<file path="src/id_pkg.sv">
package id_pkg;

  // identity port geometry
  localparam int id_bits  = 57;                  // device identifier length
  localparam int cap_bits = 64;                  // capture word, padded to 64
  localparam int pad_bits = cap_bits - id_bits;  // unused top bits of capture

  typedef logic [id_bits-1:0] id_t;              // raw identifier value
  typedef logic [1:0]         addr_t;            // host register address
  typedef logic [31:0]        word_t;            // host data word

  // host register map, address 3 is unmapped and reads zero
  localparam addr_t addr_status = 2'd0;          // busy / valid flags
  localparam addr_t addr_id_lo  = 2'd1;          // id bits 31:0
  localparam addr_t addr_id_hi  = 2'd2;          // id bits 56:32, zero-extended

  // reader status, busy lands in bit 1 and valid in bit 0
  typedef struct packed {
    logic busy;                                  // readout in progress
    logic valid;                                 // full identifier held
  } id_status_t;

  // field view of the capture word
  typedef struct packed {
    logic [pad_bits-1:0] pad;                    // stays zero, cleared on load
    id_t                 id;                     // bits as shifted in, msb first
  } dna_fields_t;

  // same 64 bits, shifted as raw and read back as fields
  typedef union packed {
    logic [cap_bits-1:0] raw;                    // shift view
    dna_fields_t         fields;                 // decoded view
  } dna_cap_u;

endpackage

</file>
<file path="src/dna_port_model.sv">
`timescale 1ns/1ns

// behavioral stand-in for the device identity shift register
module dna_port_model import id_pkg::*; #(
  parameter id_t sim_dna = '0                    // identifier loaded on port_load
) (
  input  logic dclk,
  input  logic rst,
  input  logic port_load,                        // one-cycle parallel load
  input  logic port_shift,                       // shift left one bit per cycle
  output logic port_dout                         // current msb
);

  id_t shreg;                                    // identity shift register

  always_ff @(posedge dclk) begin
    if (rst) begin
      shreg <= '0;                               // idle port shifts out zeros
    end else if (port_load) begin
      shreg <= sim_dna;                          // parallel load from parameter
    end else if (port_shift) begin
      shreg <= {shreg[id_bits-2:0], 1'b0};       // msb out, zero fill at lsb
    end
  end

  assign port_dout = shreg[id_bits-1];           // msb first

  // the real primitive gives load priority, the reader must never rely on it
  a_load_shift_excl: assert property (
    @(posedge dclk) disable iff (rst)
    !(port_load && port_shift)
  ) else $error("dna_port_model: port_load and port_shift high together");

endmodule

</file>
<file path="src/dna_reader.sv">
`timescale 1ns/1ns

module dna_reader import id_pkg::*; (
  input  logic       dclk,
  input  logic       rst,
  input  logic       start,                      // host level, rising edge starts a read
  output logic       port_load,                  // one-cycle load pulse to the port
  output logic       port_shift,                 // shift enable level to the port
  input  logic       port_dout,                  // serial bit from the port, msb first
  output id_t        id,                         // captured identifier
  output id_status_t status,                     // busy / valid
  output logic       done                        // one-cycle end-of-read pulse
);

  localparam int cnt_bits = $clog2(id_bits + 1); // holds 0..id_bits
  localparam logic [cnt_bits-1:0] last_bit = cnt_bits'(id_bits - 1);

  logic                start_s0;                 // first sync stage
  logic                start_s1;                 // second sync stage
  logic                start_s2;                 // delayed copy for edge detect
  logic                start_rise;               // synchronized rising edge of start
  logic                busy;                     // readout running
  logic                valid;                    // identifier complete
  logic [cnt_bits-1:0] bit_cnt;                  // bits captured so far
  dna_cap_u            cap;                      // capture word

  // start synchronizer and edge detector
  always_ff @(posedge dclk) begin
    if (rst) begin
      start_s0 <= 1'b0;
      start_s1 <= 1'b0;
      start_s2 <= 1'b0;
    end else begin
      start_s0 <= start;
      start_s1 <= start_s0;
      start_s2 <= start_s1;
    end
  end

  assign start_rise = start_s1 & ~start_s2;      // level held high gives one edge

  // load / shift sequencer
  always_ff @(posedge dclk) begin
    if (rst) begin
      port_load  <= 1'b0;
      port_shift <= 1'b0;
      busy       <= 1'b0;
      valid      <= 1'b0;
      done       <= 1'b0;
      bit_cnt    <= '0;
    end else begin
      done      <= 1'b0;                         // pulse only
      port_load <= 1'b0;                         // pulse only
      if (start_rise && !busy) begin             // edges during a read are dropped
        port_load <= 1'b1;
        busy      <= 1'b1;
        valid     <= 1'b0;                       // old id no longer trusted
      end
      if (port_load) begin                       // port loads this edge, shift next
        port_shift <= 1'b1;
        bit_cnt    <= '0;
      end
      if (port_shift) begin
        bit_cnt <= bit_cnt + 1'b1;
        if (bit_cnt == last_bit) begin           // last bit captured this edge
          port_shift <= 1'b0;
          busy       <= 1'b0;
          valid      <= 1'b1;
          done       <= 1'b1;
        end
      end
    end
  end

  // capture register, bits enter at the lsb of the raw view
  always_ff @(posedge dclk) begin
    if (port_load) begin
      cap.raw <= '0;                             // keeps pad bits at zero
    end else if (port_shift) begin
      cap.raw <= {cap.raw[cap_bits-2:0], port_dout};
    end
  end

  assign id     = cap.fields.id;                 // read back through the field view
  assign status = '{busy: busy, valid: valid};

  a_cnt_range: assert property (
    @(posedge dclk) disable iff (rst)
    bit_cnt <= id_bits
  ) else $error("dna_reader: bit counter past id_bits");

  a_done_single: assert property (
    @(posedge dclk) disable iff (rst)
    done |=> !done
  ) else $error("dna_reader: done held longer than one cycle");

  a_shift_busy: assert property (
    @(posedge dclk) disable iff (rst)
    port_shift |-> busy
  ) else $error("dna_reader: port_shift outside a readout");

endmodule

</file>
<file path="src/id_regs.sv">
`timescale 1ns/1ns

module id_regs import id_pkg::*; (
  input  logic       dclk,
  input  logic       rst,
  input  logic       rd,                         // one-cycle read strobe
  input  addr_t      rd_addr,                    // word address
  output word_t      rd_data,                    // valid one cycle after rd
  input  id_t        id,                         // identifier from the reader
  input  id_status_t status                      // busy / valid from the reader
);

  word_t rd_word;                                // decoded word for the current address
  word_t id_lo_word;                             // id bits 31:0, masked
  word_t id_hi_word;                             // id bits 56:32, masked

  // a partly shifted identifier never reaches the host
  assign id_lo_word = status.valid ? id[31:0] : '0;
  assign id_hi_word = status.valid ? word_t'(id[id_bits-1:32]) : '0;

  always_comb begin
    rd_word = '0;                                // unmapped address reads zero
    case (rd_addr)
      addr_status: rd_word = word_t'(status);    // bit 1 busy, bit 0 valid
      addr_id_lo:  rd_word = id_lo_word;
      addr_id_hi:  rd_word = id_hi_word;
      default:     rd_word = '0;
    endcase
  end

  // read data registered on rd and held between strobes
  always_ff @(posedge dclk) begin
    if (rst) begin
      rd_data <= '0;
    end else if (rd) begin
      rd_data <= rd_word;
    end
  end

  a_addr_known: assert property (
    @(posedge dclk) disable iff (rst)
    rd |-> !$isunknown(rd_addr)
  ) else $error("id_regs: rd_addr unknown during rd");

endmodule

</file>
<file path="src/id_top.sv">
`timescale 1ns/1ns

module id_top import id_pkg::*; #(
  parameter id_t sim_dna = 57'h1A5C396E2D07B4F   // identifier the port model returns
) (
  input  logic  dclk,
  input  logic  rst,
  input  logic  start,                           // rising edge starts a readout
  input  logic  rd,                              // host read strobe
  input  addr_t rd_addr,                         // host word address
  output word_t rd_data,                         // registered read data
  output logic  done                             // end-of-readout pulse
);

  logic       port_load;                         // reader -> port model
  logic       port_shift;                        // reader -> port model
  logic       port_dout;                         // port model -> reader
  id_t        id;                                // reader -> register file
  id_status_t status;                            // reader -> register file

  dna_port_model #(
    .sim_dna (sim_dna)
  ) i_dna_port_model (
    .dclk       (dclk),
    .rst        (rst),
    .port_load  (port_load),
    .port_shift (port_shift),
    .port_dout  (port_dout)
  );

  dna_reader i_dna_reader (
    .dclk       (dclk),
    .rst        (rst),
    .start      (start),
    .port_load  (port_load),
    .port_shift (port_shift),
    .port_dout  (port_dout),
    .id         (id),
    .status     (status),
    .done       (done)
  );

  id_regs i_id_regs (
    .dclk    (dclk),
    .rst     (rst),
    .rd      (rd),
    .rd_addr (rd_addr),
    .rd_data (rd_data),
    .id      (id),
    .status  (status)
  );

endmodule

</file>
<file path="config.mk">
export PLATFORM = sky130hd
export DESIGN_NAME = id_top
export DESIGN_NICKNAME = d
export VERILOG_FILES = /design/src/id_pkg.sv /design/src/dna_port_model.sv /design/src/dna_reader.sv /design/src/id_regs.sv /design/src/id_top.sv
export SDC_FILE = /design/constraint.sdc
export NUM_CORES = 1
export LEC_CHECK = 0
export ABC_AREA = 1
export BUFFER_PORTS_ARGS = -buffer_cell sky130_fd_sc_hd__buf_2
export CAP_MARGIN = 20
export CORE_UTILIZATION = 40
export CTS_CLUSTER_SIZE = 20
export DETAILED_ROUTE_END_ITERATION = 16
export SYNTH_ARGS = -nofsm -noshare
export SYNTH_HDL_FRONTEND = slang
export SYNTH_SLANG_ARGS = --single-unit
</file>
<file path="constraint.sdc">
create_clock -name dclk -period 2.65 [get_ports dclk]
set_clock_uncertainty 0.2 [all_clocks]
set_input_delay 0.3975 -clock dclk [delete_from_list [all_inputs] [get_ports dclk]]
set_output_delay 0.3975 -clock dclk [all_outputs]
set_load 0.1 [all_outputs]
</file>
==> summary.md, run 1 <==
| Metric | Value |
|---|---|
| DRT Pass-1 Iters | 4 |
| FILL cells | 1,359 |
| Crit start category | register |
| TritonCTS clock tree | built |
| Yosys cell types | 23 |
| FFs w/ async S/R, synth | 0 |
| Top Ports | 39 |
| RePlAce Congestion | 0.771 |
| Most frequent cells after synthesis | nand2_1, dfxtp_1, inv_1 |
| Area growth syn-to-layout | 17.0% |
| PwrDens | 878 nW/um^2 |
| Synth Warn # | 0 |
| Drt initial violations | 294 |
| Final number of hold-violating endpoints | 0 |
| Top cell type's share of synthesized area | 0.555 |
| Worst hold margin | 0.203 ns |
| Setup WS post-layout | 0.688 ns |
| Critical Path Sink Type | register |
| Post-Route WL | 11,500 um |
| Routed Antenna Nets | 0 |
| RSZ-0062 raised after global routing | false |
| Mapped Nets | 735 |
| Core area | 14,000 sq um |
| #FFs+latches synth | 160 |
| HPWL after DPL | 6930 um |
| Post-CTS Setup Inserts | 0 |
| I/O Buffers | 38 |
| Ys flop type | dfxtp_1 |
| Setup CP Type | reg2reg |
| WL/cell | 12.2 um |
| Clock Latency Late Sink | 0.42 ns |
| VDD IR max | 0.515 mV |
| Worst Path Required | 2.74 ns |
| Max Fanout on Critical Path | 36 |
| Antenna diodes | 0 |
| Final setup vio count | 0 |
| Initial Utilization | 0.412 |
| Row count | 43 |
| Worst-path clk slew | 0.06 ns |
| Total CTS buffers | 17 |
| Final Cycle Share | 0.740 |
| Remaining global-route overflow | 0 |
| Min cycle time layout | 1.96 ns |
| CP Data Arrival Time | 2.05 ns |
| Maximum buffer depth of the clock tree | 2 |
| Share of cells above drive strength 1 | 0.114 |
| Die H | 122 um |
| Initial antenna violation count | 0 |
| CTS sink cnt | 160 |
| Maxcap violations | 0 |
| DIE AREA | 14,900 sq um |
| First-pass GRT wire length | 19,800 um |
| Biggest area consumer among synthesized cells | dfxtp_1 |
| Largest net degree at the start of global routing | 44 |
| DRC | 0 |
| Post-Place Worst Slack | 0.582 ns |
| PostCTS Resize Cnt | 0 |
| Die width | 122 um |
| H-tree depth | 4 |
| Worst slew margin | 0.314 |
| Hold Buf Count CTS | 1 |
| Max-slew violations | 0 |
| Status | finished clean |
| Vias in the first global route | 4,373 |
| Instance count of the mapped netlist | 727 |
| # nets final | 758 |
| Post-synthesis sequential area ratio | 0.555 |
| Vias/cell | 4.79 |
| Most common cell in the netlist | nand2_1 |
| Hold Crit Class | reg2reg |
| Avg Inst Size Synth | 7.94 sq um |
| Fmax | 0.510 GHz |
| Worst-Margin Slew | 1.03 ns |
| Mapped cell area | 5770 sq um |
| Top post-synthesis cells by area | dfxtp_1, nand2_1, o22ai_1 |
| Leak pwr | 0.00274 uW |
| Gr usage total | 0.170 |
| Vias | 4,520 |
| Clk root buf | clkbuf_16 |
| EDFF count, synth | 0 |
| Setup TNS | 0 ns |
state kept, by name (all words and copies together), names as in the netlist:
signal / count
i_id_regs.rd_data: 32
i_dna_reader.start_s1: 1
i_dna_reader.start_s0: 1
i_dna_port_model.shreg: 57
i_dna_reader.valid: 1
i_dna_reader.port_load: 1
i_dna_reader.port_shift: 1
i_dna_reader.bit_cnt: 6
i_dna_reader.done: 1
i_dna_reader.start_s2: 1
i_dna_reader.busy: 1
i_dna_reader.cap: 57
cell families (layout without fill, tap and decap cells):
kind of cell,after synthesis,after routing,synth area share
buffers and inverters,125,161,0.0909
AOI/OAI and AO/OA,169,169,0.160
and+or+nand+nor,271,271,0.189
adders and majority gates,2,2,0.00434
DFF,160,160,0.555
worst max-delay path, stage by stage, from the launching register on:
cell,delay [ns]
dfxtp_1,0.64
nor2_4,0.14
inv_2,0.30
buf_4,0.42
o22ai_1,0.12
final cells by class:
| type | instances | area (sq um) | area share |
|---|---|---|---|
| Clock buffer | 23 | 498 | 0.0738 |
| Sequential cell | 160 | 3200 | 0.475 |
| Clock inverter | 9 | 176 | 0.0261 |
| Inverter | 80 | 300 | 0.0445 |
| Multi-Input combinational cell | 442 | 2040 | 0.303 |
| Timing Repair Buffer | 49 | 300 | 0.0445 |
| Tap cell | 180 | 225 | 0.0334 |
routing by layer:
| layer | track usage | part of all wire |
|---|---|---|
| met1 | 0.208 | 0.49 |
| met2 | 0.275 | 0.46 |
| met3 | 0.0468 | 0.035 |
| met4 | 0.0808 | 0.0093 |
| met5 | 0 | 0 |
cell usage in the layout, fill, tap and decap left out:
| cell | count |
|---|---|
| clkbuf_8 | 5 |
| inv_1 | 77 |
| dfxtp_1 | 160 |
| bufinv_16 | 5 |
| clkinvlp_4 | 1 |
| buf_4 | 8 |
| o21ai_0 | 33 |
| a21oi_1 | 67 |
| nand2_2 | 1 |
| buf_2 | 38 |
| a21oi_2 | 1 |
| o22ai_1 | 55 |
| clkbuf_16 | 17 |
| buf_12 | 2 |
| nor3b_1 | 1 |
| a211oi_1 | 2 |
| clkbuf_1 | 1 |
| nand2_1 | 165 |
| clkinv_2 | 2 |
| nor2_1 | 70 |
| nand4_1 | 1 |
| nor3_1 | 2 |
| dlygate4sd3_1 | 1 |
| o21ai_1 | 10 |
| nor2_4 | 2 |
| a21boi_0 | 1 |
| nor3_4 | 1 |
| nand3_1 | 27 |
| nand3b_1 | 1 |
| ha_1 | 2 |
| inv_2 | 3 |
| clkinv_4 | 1 |
where the power goes:
group,internal (uW),switching (uW)
Combinational,163,290
Sequential,2630,107
Clock,1800,940
Total,4590,1340
path summary, 6_finish.rpt:
| path | startpoint | end | slack (ns) | depth (start not counted) |
|---|---|---|---|---|
| hold / removal | i_dna_reader.start_s0 | i_dna_reader.start_s1 | 0.20 | 2 |
| setup / recovery | i_dna_reader.port_shift | i_dna_reader.cap[37] | 0.69 | 4 |
| hold reg to reg | i_dna_reader.start_s0 | i_dna_reader.start_s1 | 0.20 | 2 |
| setup reg to reg | i_dna_reader.port_shift | i_dna_reader.cap[37] | 0.69 | 4 |
stage by stage:
step	cells	util	area, sq um	total power, uW
4_1_cts	943	0.482	6750	5980
3_3_place_gp	910	0.433	6060	3220
5_1_grt	943	0.482	6750	6190
2_1_floorplan	727	-	5770	3120
3_5_place_dp	910	0.433	6060	3240
6_report	943	0.482	6750	5930
No activity file was read; power rests on OpenSTA's default activity.
==> run 2: changes to the inputs <==
==> constraint.sdc (replaced) <==
create_clock -name dclk -period 1.7 [get_ports dclk]
set_clock_uncertainty 0.2 [all_clocks]
set_input_delay 0.255 -clock dclk [delete_from_list [all_inputs] [get_ports dclk]]
set_output_delay 0.255 -clock dclk [all_outputs]
set_load 0.1 [all_outputs]
==> run 2 against run 1 <==
Effect of this change:
- global-route usage rose by 0.44 points
- sequential share of layout area fell by 0.18 points
- sequential cell count did not move
- total power rose by 51%
- cell area rose by 0.37%
- clock power rose by 45%
- die area did not move
- critical path depth fell by 3
- clock-buffer cell count fell by 2
- register-to-register slack got worse by 0.59 ns
- critical path type is now reg2out
- via count rose by 1.8%
==> summary.md, run 2 (synthesis gave the netlist of run 1 again) <==
| Metric | Value |
|---|---|
| Vias in the first global route | 4,537 (+3.8%) |
| Clk root buf | clkbuf_16 |
| Hold_sp | rd |
| TritonCTS clock tree | built |
| Critical Path Sink Type | output port |
| Maximum buffer depth of the clock tree | 2 (unchanged) |
| Top Ports | 39 (unchanged) |
| WL/cell | 12.4 um (+2.0%) |
| Most common cell after layout, fill and taps aside | nand2_1 |
| Worst-path clk slew | 0.06 ns (about the same) |
| H-tree depth | 4 (unchanged) |
| Worst hold margin | 0.0510 ns (-0.152 ns) |
| Crit start category | register |
| Worst Path Required | 1.24 ns (-1.50 ns) |
| Grt peak-use layer | met2 |
| Maxcap violations | 0 (unchanged) |
| DRT Pass-1 Iters | 4 (unchanged) |
| Worst-Margin Slew | 0.558 ns (-0.470 ns) |
| Status | finished clean |
| Worst slew margin | 0.627 (+0.313) |
| Setup CP Type | reg2out |
| Die width | 122 um (unchanged) |
| Pint | 6890 uW (+50%) |
| Max-slew violations | 0 (unchanged) |
| PwrDens | 1320 nW/um^2 (+51%) |
| # nets final | 763 (+0.66%) |
| Largest net degree at the start of global routing | 57 (+30%) |
| VDD IR max | 0.736 mV (+43%) |
| Routed Antenna Nets | 0 (unchanged) |
| Setup WS post-layout | 0.0341 ns (-0.654 ns) |
| Vias/cell | 4.85 (+1.3%) |
| Drt initial violations | 325 (+11%) |
| Clock Latency Late Sink | 0.41 ns (about the same) |
| Area of the multi-input gates | 2040 sq um (unchanged) |
| Critical path depth | 1 (-3) |
| Post-Place Worst Slack | 0.111 ns (-0.472 ns) |
| Final Cycle Share | 0.980 |
| RePlAce Congestion | 0.751 (-2.7%) |
| Cells after DPL | 915 (+0.55%) |
| CP Data Arrival Time | 1.21 ns (-0.84 ns) |
| Antenna diodes | 0 (unchanged) |
| Worst Setup EP | rd_data[5] |
| Total CTS buffers | 17 (unchanged) |
| Crit path from | i_id_regs.rd_data[5] |
| Row count | 43 (unchanged) |
| Initial Utilization | 0.412 (unchanged) |
| HPWL after DPL | 7150 um (+3.1%) |
| Final non-filler cell total | 948 (+0.53%) |
| Switching Share | 0.231 (+0.00593) |
| Gr usage total | 0.174 (+0.00440) |
| Sequential share of power | 0.476 (+0.014) |
| Seq. cell area | 3200 sq um (unchanged) |
| R2R setup slack | 0.10 ns (-0.59 ns) |
| Crit-path cells | buf_2 |
| Met1 usage | 0.212 (+0.00449) |
| Leading cell types in the layout, fill and taps excluded | nand2_1, dfxtp_1, inv_1 |
| Remaining global-route overflow | 0 (unchanged) |
| DRC | 0 (unchanged) |
| Worst Reg-to-Reg Cells | 5 (+1) |
| Post-CTS Setup Inserts | 0 (unchanged) |
| Setup TNS | 0 ns (unchanged) |
| Core area | 14,000 sq um (unchanged) |
| Initial antenna violation count | 0 (unchanged) |
| Largest delay share family, worst path | buffers and inverters |
| RSZ-0062 raised after global routing | false |
| Hold Crit Class | in2reg |
| Max Fanout on Critical Path | 2 (-94%) |
| Vias | 4,602 (+1.8%) |
| Final number of hold-violating endpoints | 0 (unchanged) |
| Die H | 122 um (unchanged) |
| Reg2Reg Capture Point | i_dna_reader.cap[19] |
| Leak pwr | 0.00276 uW (+0.66%) |
| M2 GR Usage | 0.286 (+0.0106) |
| First-pass GRT wire length | 20,500 um (+3.8%) |
| Reg2reg start | i_dna_reader.port_load |
| Net Switching | 2080 uW (+55%) |
| Min cycle time layout | 1.67 ns |
| Crit path largest cell delay | 0.44 ns (-0.20 ns) |
| Fmax | 0.600 GHz |
| Final setup vio count | 0 (unchanged) |
| Share of cells above drive strength 1 | 0.118 (+0.00447) |
| FILL cells | 1,356 (-0.22%) |
| DIE AREA | 14,900 sq um (unchanged) |
| I/O Buffers | 38 (unchanged) |
| Post-Route WL | 11,800 um (+2.6%) |
| CP Buf/Inv Count | 1 (-1) |
| Final core utilization | 0.484 (+0.00179) |
| Logic gate share of total power | 0.080 (+0.004) |
| Clock power frac | 0.444 (-0.018) |
| Critical path's slowest cell | buf_2 |
| Met3 Use GR | 0.0459 (-0.000936) |
| Area growth syn-to-layout | 17.4% |
| CTS sink cnt | 160 (unchanged) |
| Regs by FF count | i_dna_port_model.shreg (57), i_dna_reader.cap (57), i_id_regs.rd_data (32) |
-- run 2: through the flow --
stage                     instance area [sq um]  power [uW]
after floorplan                            5770        4870
after global placement                     6140        5030
after CTS                                  6770        9060
final                                      6770        8970
after detailed placement                   6140        5060
after global routing                       6770        9370
-- run 2: cell type report --
type | count | area share
clock buffer | 21 | 0.0680
clock inverter | 11 | 0.0235
inverter | 80 | 0.0443
multi-input combinational | 442 | 0.302
sequential | 160 | 0.473
tap | 180 | 0.0333
timing repair buffer | 54 | 0.0562
-- run 2: what timing repair did --
item | 4_1_cts | 5_1_grt
gates resized for setup | 0 | 2
hold buffers | 1 | 0
hold endpoints to repair | 1 | 0
endpoints found under the setup margin | 0 | 2
-- run 2: worst min-delay path, cell delays in order --
cell	delay (ns)
buf_2	0.09
inv_1	0.13
nand2_1	0.09
a21oi_1	0.05
-- run 2: routing by layer --
layer	vias up	share of wire
met1	2093	0.48
met4	0	0.011
li1	2415	-
met2	83	0.47
met5	-	0
met3	11	0.040
-- run 2: worst min-delay path by stage --
stage,endpoint,depth (start not counted)
after global placement,i_dna_reader.start_s1,2
after detailed placement,i_dna_reader.start_s1,2
after floorplan,i_dna_reader.start_s0,2
final,i_id_regs.rd_data[30],4
after global routing,i_id_regs.rd_data[27],4
after CTS,i_id_regs.rd_data[27],4
-- run 2: power by group through the flow --
stage | Clock (uW) | Sequential [uW] | Combinational, uW
after detailed placement | 0 | 4350 | 710
after global placement | 0 | 4340 | 692
after global routing | 4230 | 4320 | 824
final | 3980 | 4270 | 718
after floorplan | 0 | 4310 | 562
after CTS | 4070 | 4270 | 721
